==> config.mk <==
export PLATFORM = sky130hd
export DESIGN_NAME = mdio_ctrl_top
export DESIGN_NICKNAME = d
export VERILOG_FILES = /design/src/logic/mdio_pkg.sv /design/src/logic/mdc_timer.sv /design/src/logic/mdio_bus_port.sv /design/src/logic/mdio_ctrl_top.sv /design/src/logic/mdio_sequencer.sv
export VERILOG_INCLUDE_DIRS = /design/src /design/src/logic
export SDC_FILE = /design/constraint.sdc
export NUM_CORES = 1
export LEC_CHECK = 0
export ABC_AREA = 1
export BUFFER_PORTS_ARGS = -buffer_cell sky130_fd_sc_hd__buf_2
export CORE_UTILIZATION = 27
export DETAILED_ROUTE_END_ITERATION = 10
export PLACE_DENSITY_LB_ADDON = 0.1
export RECOVER_POWER = 100
export SKIP_CTS_REPAIR_TIMING = 1
export SLEW_MARGIN = 20
export SYNTH_ARGS = -nofsm -noshare
export SYNTH_HDL_FRONTEND = slang
export SYNTH_SLANG_ARGS = --single-unit
export TNS_END_PERCENT = 30
==> constraint.sdc <==
create_clock -name i_clk -period 2.2 [get_ports i_clk]
set_input_delay 0.44 -clock i_clk [delete_from_list [all_inputs] [get_ports i_clk]]
set_output_delay 0.44 -clock i_clk [all_outputs]
set_load 0.05 [all_outputs]
==> src/logic/mdio_params.svh <==
/*
 * Build-time constants for the MDIO controller, included by the RTL and the testbench
 */
`ifndef MDIO_PARAMS_SVH
`define MDIO_PARAMS_SVH

// MDC period is 2**MDIO_CLK_BITS system clocks
`define MDIO_CLK_BITS	3

// Address of the PHY placed in every frame
`define MDIO_PHY_ADDR	5'd1

// MDC periods with the line held high after reset
`define MDIO_RESET_BITS	64

`define MDIO_REG_AW	5
`define MDIO_DW		16

`endif

==> src/logic/mdio_pkg.sv <==
/*
 * Shared types for the MDIO controller: sequencer states, frame opcodes and the request
 */
`include "mdio_params.svh"

package mdio_pkg;

	////////////////////
	// Sequencer states
	typedef enum logic [2:0] {
		ST_RESET   = 3'd0,
		ST_IDLE    = 3'd1,
		ST_ADDRESS = 3'd2,
		ST_READ    = 3'd3,
		ST_WRITE   = 3'd4
	} mdio_state_e;

	// Clause 22 opcodes
	typedef enum logic [1:0] {
		OP_WRITE = 2'b01,
		OP_READ  = 2'b10
	} mdio_op_e;

	////////////////////
	// One captured bus request
	typedef struct packed {
		logic				wr;
		logic [`MDIO_REG_AW-1:0]	addr;
		logic [`MDIO_DW-1:0]		data;
	} mdio_req_t;

endpackage

==> src/logic/mdc_timer.sv <==
/*
 * MDC clock divider; also gives a one-cycle bit strobe just before each MDC falling edge
 */
`timescale 1ns/100ps
`include "mdio_params.svh"

module mdc_timer (
	input  logic	i_clk,
	input  logic	i_reset,
	output logic	o_mdc,
	output logic	o_bit_stb
);

	localparam int W = `MDIO_CLK_BITS;

	// Counter value one clock ahead of the all-ones state
	localparam logic [W-1:0] CNT_PRE = {{(W-1){1'b1}}, 1'b0};

	logic [W-1:0]	cnt;

	always_ff @(posedge i_clk)
	begin
		if (i_reset)
		begin
			cnt <= '0;
			o_bit_stb <= 1'b0;
		end
		else
		begin
			cnt <= cnt + 1'b1;
			// High while cnt is all ones, so MDC falls at the next edge
			o_bit_stb <= (cnt == CNT_PRE);
		end
	end

	assign o_mdc = cnt[W-1];

endmodule

==> src/logic/mdio_bus_port.sv <==
/*
 * Wishbone slave side of the MDIO controller. Holds one request for the sequencer,
 * stalls the bus while it is busy and acks once the frame has ended.
 */
`timescale 1ns/100ps
`include "mdio_params.svh"

module mdio_bus_port (
	input  logic				i_clk,
	input  logic				i_reset,
	input  logic				i_wb_cyc,
	input  logic				i_wb_stb,
	input  logic				i_wb_we,
	input  logic [`MDIO_REG_AW-1:0]		i_wb_addr,
	input  logic [`MDIO_DW-1:0]		i_wb_data,
	output logic				o_wb_stall,
	output logic				o_wb_ack,
	input  logic				i_ready,
	input  logic				i_req_done,
	output logic				o_req_valid,
	output mdio_pkg::mdio_req_t		o_req
);

	logic			pending;
	logic			cyc_held;
	logic			accept;
	mdio_pkg::mdio_req_t	req_q;

	assign accept = i_wb_stb && !o_wb_stall;

	// Busy until the cycle after ack
	assign o_wb_stall = !i_ready || pending || o_wb_ack;

	always_ff @(posedge i_clk)
	begin
		if (i_reset)
			pending <= 1'b0;
		else if (accept)
			pending <= 1'b1;
		else if (i_req_done)
			pending <= 1'b0;
	end

	always_ff @(posedge i_clk)
	begin
		if (accept)
		begin
			req_q.wr <= i_wb_we;
			req_q.addr <= i_wb_addr;
			req_q.data <= i_wb_data;
		end
	end

	////////////////////
	// Ack only if the master kept cyc up for the whole transaction
	always_ff @(posedge i_clk)
	begin
		if (i_reset || !i_wb_cyc)
			cyc_held <= 1'b0;
		else if (accept)
			cyc_held <= 1'b1;
		else if (i_req_done)
			cyc_held <= 1'b0;
	end

	always_ff @(posedge i_clk)
	begin
		if (i_reset)
			o_wb_ack <= 1'b0;
		else
			o_wb_ack <= i_req_done && cyc_held && i_wb_cyc;
	end

	assign o_req_valid = pending;
	assign o_req = req_q;

endmodule

==> src/logic/mdio_ctrl_top.sv <==
/*
 * MDIO management controller: Wishbone port, MDC timer and frame sequencer
 */
`timescale 1ns/100ps
`include "mdio_params.svh"

module mdio_ctrl_top (
	input  logic				i_clk,
	input  logic				i_reset,
	input  logic				i_wb_cyc,
	input  logic				i_wb_stb,
	input  logic				i_wb_we,
	input  logic [`MDIO_REG_AW-1:0]		i_wb_addr,
	input  logic [`MDIO_DW-1:0]		i_wb_data,
	output logic				o_wb_stall,
	output logic				o_wb_ack,
	output logic [`MDIO_DW-1:0]		o_wb_data,
	output logic				o_mdc,
	output logic				o_mdio,
	output logic				o_mdwe,
	input  logic				i_mdio
);

	logic			bit_stb;
	logic			req_valid;
	logic			req_done;
	logic			seq_ready;
	mdio_pkg::mdio_req_t	req;

	mdc_timer u_timer (
		.i_clk		(i_clk),
		.i_reset	(i_reset),
		.o_mdc		(o_mdc),
		.o_bit_stb	(bit_stb)
	);

	mdio_bus_port u_port (
		.i_clk		(i_clk),
		.i_reset	(i_reset),
		.i_wb_cyc	(i_wb_cyc),
		.i_wb_stb	(i_wb_stb),
		.i_wb_we	(i_wb_we),
		.i_wb_addr	(i_wb_addr),
		.i_wb_data	(i_wb_data),
		.o_wb_stall	(o_wb_stall),
		.o_wb_ack	(o_wb_ack),
		.i_ready	(seq_ready),
		.i_req_done	(req_done),
		.o_req_valid	(req_valid),
		.o_req		(req)
	);

	// Read data comes straight from the receive shift register
	mdio_sequencer u_seq (
		.i_clk		(i_clk),
		.i_reset	(i_reset),
		.i_bit_stb	(bit_stb),
		.i_req_valid	(req_valid),
		.i_req		(req),
		.o_ready	(seq_ready),
		.o_req_done	(req_done),
		.o_rd_data	(o_wb_data),
		.o_mdio		(o_mdio),
		.o_mdwe		(o_mdwe),
		.i_mdio		(i_mdio)
	);

endmodule

==> src/logic/mdio_sequencer.sv <==
/*
 * MDIO frame FSM. Sends the 16-bit header, then either shifts out write data
 * or releases the line and shifts i_mdio into the read register.
 */
`timescale 1ns/100ps
`include "mdio_params.svh"

module mdio_sequencer (
	input  logic				i_clk,
	input  logic				i_reset,
	input  logic				i_bit_stb,
	input  logic				i_req_valid,
	input  mdio_pkg::mdio_req_t		i_req,
	output logic				o_ready,
	output logic				o_req_done,
	output logic [`MDIO_DW-1:0]		o_rd_data,
	output logic				o_mdio,
	output logic				o_mdwe,
	input  logic				i_mdio
);

	// Wide enough for the reset count and a 16-bit half frame
	localparam int CNT_W = ($clog2(`MDIO_RESET_BITS) > 5) ? $clog2(`MDIO_RESET_BITS) : 5;

	mdio_pkg::mdio_state_e	state;
	mdio_pkg::mdio_op_e	op;
	logic [CNT_W-1:0]	bit_cnt;
	logic [`MDIO_DW-1:0]	tx_sr;
	logic [`MDIO_DW-1:0]	header;
	logic [1:0]		turnaround;

	////////////////////
	// Header word: start, opcode, PHY, register, turnaround
	always_comb
	begin
		op = i_req.wr ? mdio_pkg::OP_WRITE : mdio_pkg::OP_READ;
		// Reads leave the turnaround to the PHY
		turnaround = i_req.wr ? 2'b10 : 2'b11;
		header = {2'b01, op, `MDIO_PHY_ADDR, i_req.addr, turnaround};
	end

	assign o_ready = (state == mdio_pkg::ST_IDLE);

	always_ff @(posedge i_clk)
	begin
		if (i_reset)
		begin
			state <= mdio_pkg::ST_RESET;
			bit_cnt <= CNT_W'(`MDIO_RESET_BITS - 1);
			o_mdio <= 1'b1;
			o_mdwe <= 1'b1;
			o_req_done <= 1'b0;
		end
		else
		begin
			o_req_done <= 1'b0;
			case (state)
			mdio_pkg::ST_RESET:
			begin
				o_mdio <= 1'b1;
				o_mdwe <= 1'b1;
				if (i_bit_stb)
				begin
					bit_cnt <= bit_cnt - 1'b1;
					if (bit_cnt == '0)
						state <= mdio_pkg::ST_IDLE;
				end
			end
			mdio_pkg::ST_IDLE:
			begin
				// First frame bit goes out at the next MDC fall
				if (i_bit_stb && i_req_valid)
				begin
					o_mdio <= header[`MDIO_DW-1];
					bit_cnt <= CNT_W'(`MDIO_DW - 1);
					state <= mdio_pkg::ST_ADDRESS;
				end
			end
			mdio_pkg::ST_ADDRESS:
			begin
				if (i_bit_stb)
				begin
					bit_cnt <= bit_cnt - 1'b1;
					o_mdio <= tx_sr[`MDIO_DW-1];
					// Release for the turnaround on a read
					if (!i_req.wr && bit_cnt == CNT_W'(2))
						o_mdwe <= 1'b0;
					if (bit_cnt == '0)
					begin
						o_mdio <= i_req.wr ? i_req.data[`MDIO_DW-1] : 1'b1;
						bit_cnt <= CNT_W'(`MDIO_DW - 1);
						state <= i_req.wr ? mdio_pkg::ST_WRITE : mdio_pkg::ST_READ;
					end
				end
			end
			mdio_pkg::ST_READ, mdio_pkg::ST_WRITE:
			begin
				if (i_bit_stb)
				begin
					bit_cnt <= bit_cnt - 1'b1;
					o_mdio <= tx_sr[`MDIO_DW-1];
					if (bit_cnt == '0)
					begin
						o_mdio <= 1'b1;
						o_mdwe <= 1'b1;
						o_req_done <= 1'b1;
						state <= mdio_pkg::ST_IDLE;
					end
				end
			end
			default:
			begin
				bit_cnt <= CNT_W'(`MDIO_RESET_BITS - 1);
				state <= mdio_pkg::ST_RESET;
			end
			endcase
		end
	end

	////////////////////
	// Shift registers
	always_ff @(posedge i_clk)
	begin
		if (i_bit_stb)
		begin
			tx_sr <= {tx_sr[`MDIO_DW-2:0], 1'b1};
			if (state == mdio_pkg::ST_IDLE)
				tx_sr <= {header[`MDIO_DW-2:0], 1'b1};
			else if (state == mdio_pkg::ST_ADDRESS && bit_cnt == '0)
				tx_sr <= i_req.wr ? {i_req.data[`MDIO_DW-2:0], 1'b1} : '1;
		end
	end

	// PHY drives on MDC rise, sampled here at the fall
	always_ff @(posedge i_clk)
	begin
		if (i_bit_stb && state == mdio_pkg::ST_READ)
			o_rd_data <= {o_rd_data[`MDIO_DW-2:0], i_mdio};
	end

endmodule

* Word-level counts from Yosys, hierarchy flattened
Index checks and enable logic that the tools add are counted.
** Storage, ports and cells
- Logic and storage cells :: 95
- Flip-flop bits (word level) :: 73
- Output and inout bits :: 21
- Input bits :: 27
** Operators by class
- Equality and inequality tests :: 14
- Add/sub/neg operators :: 2
- Bitwise logic cells :: 3
- Multiplexer cells :: 32
- Reduce and logical (&&, ||, !) cells :: 27
** Operator list (count)
- 16-bit two-way mux :: 2
- 6-bit two-way mux :: 4
- 3-bit two-way mux :: 6
- 6-bit case mux with 3 select lines :: 1
- 15-bit two-way mux :: 1
- 1-bit two-way mux :: 14
- 2-bit by 1-bit inequality test with 1-bit output, second input constant :: 6
- 5-bit AND reduction :: 2
- 3-bit case mux with 3 select lines :: 1
- 1-bit logical AND :: 7
- 3-bit by 2-bit == test with 1-bit output, second input constant :: 2
- 3-bit == test, second input constant :: 2
- 6-bit by 2-bit == test with 1-bit output, second input constant :: 1
- 6-bit logical NOT :: 1
- 3-bit OR reduction :: 2
- 6-bit by 1-bit subtractor with 6-bit output, second input constant :: 1
- 1-bit logical NOT :: 4
- 2-bit inequality test, second input constant :: 2
- 1-bit case mux with 4 select lines :: 1
- 4-bit AND reduction :: 1
- 4-bit nonzero test :: 1
- 2-bit OR reduction :: 2
- 3-bit by 1-bit adder with 3-bit output, second input constant :: 1
- 3-bit by 1-bit == test with 1-bit output, second input constant :: 1
- other kinds (8) :: 12

* Longest topological paths before layout
- Word-level depth :: 7
- Depth in mapped cells :: 10
- Depth with buffers taken out :: 10

* Cells and area by module
Synthesis repeated with hierarchy kept, for this count alone.
** Second synthesis, totals
- Cell total of the unflattened synthesis :: 277
- Area total of the unflattened synthesis :: 3040.4 µm²
** Modules (own cells, without submodules)
- mdio_sequencer :: cells each 223, area an instance 2109.5 µm², sequential area each 1171.1 µm², times used 1
- mdio_bus_port :: cells each 38, area an instance 785.8 µm², sequential area each 720.7 µm², times used 1
- mdc_timer :: cells each 16, area an instance 145.1 µm², sequential area each 80.1 µm², times used 1

* Worst setup path before layout
Ideal clock, no wire load.
- Path kind :: flip-flop to flip-flop
- From :: reg u_timer.o_bit_stb
- To :: reg u_seq.o_rd_data[0] (enable)
- Cell stages (with the launch flop) :: 3
- Clock period less this slack :: 1976 ps
- Data required time :: 1812 ps
- Path slack :: 224 ps
- Setup time :: 388 ps
- Data arrival time :: 1587 ps
- Buffers on the path :: 0
- Cell sequence :: dfxtp_1 > inv_1 > nor2_1
** Between the ends
- Cells in the longest elaborated chain, start to end :: 1
** RTL lines
- start: declaration :: line mdc_timer.sv:11 : output logic o_bit_stb
- start signal: assignment :: line mdc_timer.sv:32 : o_bit_stb <= (cnt == CNT_PRE);
- 1-bit logical AND :: line mdio_sequencer.sv:137 : if (i_bit_stb && state == mdio_pkg::ST_READ)
- end signal: assignment :: line mdio_sequencer.sv:138 : o_rd_data <= {o_rd_data[`MDIO_DW-2:0], i_mdio};
- end: declaration :: line mdio_sequencer.sv:16 : output logic [`MDIO_DW-1:0] o_rd_data,
Every way passes these cells.
A chain may end at the register's enable or synchronous reset.

* Worst setup path after layout
- From :: reg u_seq.state[0]
- To :: out o_wb_stall
** Between the ends
- Cells in the longest elaborated chain, start to end :: 4
** RTL lines
- start: declaration :: line mdio_sequencer.sv:25 : mdio_pkg::mdio_state_e state;
- start signal: assignment :: line mdio_sequencer.sv:48 : state <= mdio_pkg::ST_RESET;
- start signal: assignment :: line mdio_sequencer.sv:66 : state <= mdio_pkg::ST_IDLE;
- start signal: assignment :: line mdio_sequencer.sv:76 : state <= mdio_pkg::ST_ADDRESS;
- 3-bit by 1-bit == test with 1-bit output :: line mdio_sequencer.sv:42 : assign o_ready = (state == mdio_pkg::ST_IDLE);
- 1-bit logical NOT :: line mdio_bus_port.sv:32 : assign o_wb_stall = !i_ready || pending || o_wb_ack;
- 1-bit logical OR (2 in a row) :: line mdio_bus_port.sv:32
- end: declaration :: line mdio_ctrl_top.sv:15 : output logic o_wb_stall,
Every way passes these cells.

==> flow_metrics.py <==
metrics = {
    "clock_network": {
        "cts_buffers": 9,
        "path_clk_slew_ns": 0.08,
        "htreeDepth": 3,
        "clk_latency_ns": 0.34,
        "clock-root-buffer": "clkbuf_8",
        "cts_tree": "built",
        "clockBufferDepth": 2,
        "cts.sinks": 72,
    },
    "grt": {
        "grt-ovfl-total": 0,
        "met2_usage_pct": 17.8,
        "first_global_vias": 2027,
        "grt_pass1_wl_mm": 9.71,
        "met1_usage_pct": 14.1,
        "grt_antenna_before_repair": 0,
        "busiest_layer": "met2",
        "grt_start_max_net_pins": 23,
        "track_usage_pct": 11.2,
        "use_met3_pct": 2.74,
    },
    "synth": {
        "synth_top_area_share_pct": 53.9,
        "netlist_instances": 269,
        "seq_area_frac_synth_pct": 66.7,
        "syn_area_mm2": 0.00296,
        "synth_cell_types": 27,
        "syn_nets": 300,
        "ys_ff_latch": 72,
        "synth.area.top_cells": "edfxtp_1 (54%), dfxtp_1 (13%), nand2_1 (6.9%)",
        "syn_area_per_cell_um2": 11.0,
        "synth_top_area_cell": "edfxtp_1",
        "yosys_warnings": 0,
    },
    "routing": {
        "dr.pass1.iters": 4,
        "vias": 2036,
        "vias_per_cell": 4.35,
        "drc": 0,
        "drtAntennaViolNets": 0,
        "wl_per_cell_um": 12.5,
        "drt_iter0_drc": 106,
        "wl_mm": 5.83,
    },
    "final_layout": {
        "fin_nets": 358,
        "finalInstanceArea_mm2": 0.00350,
        "stdcell_count": 468,
        "layout_commonest_cell": "nand2_1",
        "fillers": 1117,
        "insertedDiodeCount": 0,
        "syn_to_final_growth_pct": 18.4,
        "drive_gt1_share_pct": 17.2,
        "layout_common_cells": "nand2_1 (54), edfxtp_1 (53), nor2_1 (36)",
    },
    "timing": {
        "setup_tns_ns": 0,
        "hold_viol": 0,
        "min_period_over_period_pct": 88.6,
        "fin_crit_ns": 1.95,
        "rsz0062_at_grt": "false",
        "max_freq_mhz": 513,
        "slew_violations": 0,
        "worst_pin_slew_ns": 0.898,
        "fin_skew_ns": 0.0110,
        "final-setup-viol-count": 0,
        "slew_headroom_pct": 40.1,
    },
    "worst_setup_path": {
        "startpoint_type": "flop",
        "cp_slowest_cell": "dfxtp_1",
        "cp_top_family": "flip-flops",
        "worst-path-max-fanout": 9,
        "worstPathCellList": "nand3_1 -> inv_4 -> nand3_1 -> clkbuf_2",
        "critPathArrivalTime_ns": 1.51,
        "slowest_delay_ns": 0.49,
        "crit_top_cell": "nand3_1",
        "path_buf_inv": 2,
        "cp.required_ns": 1.76,
        "critPathKind": "reg2out",
        "end_kind": "primary output",
    },
    "placement": {
        "place.gp.congestion": 0.755,
        "port_buffers": 47,
        "dp_hpwl_mm": 4.03,
        "postPlaceCellArea_mm2": 0.00337,
        "place_inst": 452,
    },
    "floorplanning": {
        "rows": 37,
        "die_width_um": 107,
        "coreArea_mm2": 0.0105,
        "ios": 48,
        "die_y_um": 107,
        "initial_core_util_pct": 28.2,
        "die-area_mm2": 0.0114,
    },
    "pwr": {
        "p_int_w": 0.00200,
        "ir_drop_mv": 0.315,
        "p_clk_share_pct": 40.9,
        "p_per_area_mw_per_mm2": 726,
        "leakage_nw": 1.35,
        "switching_share_pct": 21.4,
        "p_comb_share_pct": 1.8,
        "seqPwrFrac_pct": 57.3,
        "switchingPower_w": 0.000542,
    },
    "outcome": {
        "status": "finished clean",
    },
    "worst_hold_path": {
        "hold_path_class": "in2reg",
    },
    "job": {
        "cap_violations": 0,
    },
}
==> flip-flops by register name (all words and copies together) (netlist names) <==
name	cells
u_port.cyc_held	1
u_port.o_req	22
u_port.o_req_valid	1
u_port.o_wb_ack	1
u_seq.bit_cnt	6
u_seq.o_mdio	1
u_seq.o_mdwe	1
u_seq.o_rd_data	16
u_seq.o_req_done	1
u_seq.state	3
u_seq.tx_sr	15
u_timer.cnt	3
u_timer.o_bit_stb	1
==> metal layers <==
metal	vias up	wire, um
met1	962	2750
met5	-	0
met4	0	76
met3	5	183
li1	1036	-
met2	33	2820
==> logic make-up (layout without fill, tap and decap cells) <==
family / Yosys count / in the layout / share of synthesized area, %
buffers and inverters: 28 / 91 / 4.15
adder cells (fa/ha/maj): 4 / 4 / 1.69
flip-flops: 72 / 72 / 66.7
AO/OA/AOI/OAI: 37 / 37 / 6.86
XOR/XNOR: 1 / 1 / 0.296
AND/OR/NAND/NOR: 127 / 127 / 20.3
==> worst paths after layout <==
check / depth (start not counted) / startpoint / endpoint / slack (ns)
worst max-delay path: 4 / u_seq.state[0]$_SDFFE_PP0P_ / o_wb_stall / 0.25
worst min-delay path: 1 / i_wb_data[7] / u_port.o_req[7]$_DFFE_PP_ / 0.27
worst max register to register: 5 / u_seq.state[0]$_SDFFE_PP0P_ / u_port.o_req[20]$_DFFE_PP_ / 0.29
worst min register to register: 0 / u_seq.o_rd_data[8]$_DFFE_PP_ / u_seq.o_rd_data[9]$_DFFE_PP_ / 0.45
==> stage by stage <==
step                utilization (%)  power (W)  worst slack [ns]  hold slack (ns)
floorplan                         -    0.00150             0.224            0.417
global route                   33.4    0.00265             0.107            0.240
global placement               32.2    0.00153             0.421            0.423
detailed placement             32.2    0.00153             0.382            0.430
finish                         33.4    0.00254             0.250            0.267
CTS                            34.1    0.00259             0.304            0.246
==> cell usage after synthesis, drive strengths merged <==
cell type	number
a21oi	11
buf	2
clkbuf	2
clkinv	1
dfxtp	19
edfxtp	53
ha	4
inv	23
nand2	57
nand3	26
nand4	3
nor2	40
nor3b	1
o21ai	22
o21bai	1
o22ai	3
xnor2	1
==> power by group through the flow <==
stage | logic, W | registers (W) | clock network [W]
2_1_floorplan | 0.0000151 | 0.00149 | 0
3_3_place_gp | 0.0000472 | 0.00149 | 0
3_5_place_dp | 0.0000480 | 0.00149 | 0
4_1_cts | 0.0000479 | 0.00145 | 0.00109
5_1_grt | 0.0000523 | 0.00146 | 0.00115
6_report | 0.0000462 | 0.00145 | 0.00104
==> cell type report <==
class,instances,area (um2),area share [%]
flip-flops and latches,72,1970,56.4
multi-input cells,169,836,23.9
repair buffers,51,233,6.65
well taps,136,170,4.86
clock buffers,9,124,3.54
inverters,24,92.6,2.65
clock inverters,7,71.3,2.04
No activity file was read; power rests on OpenSTA's default activity.
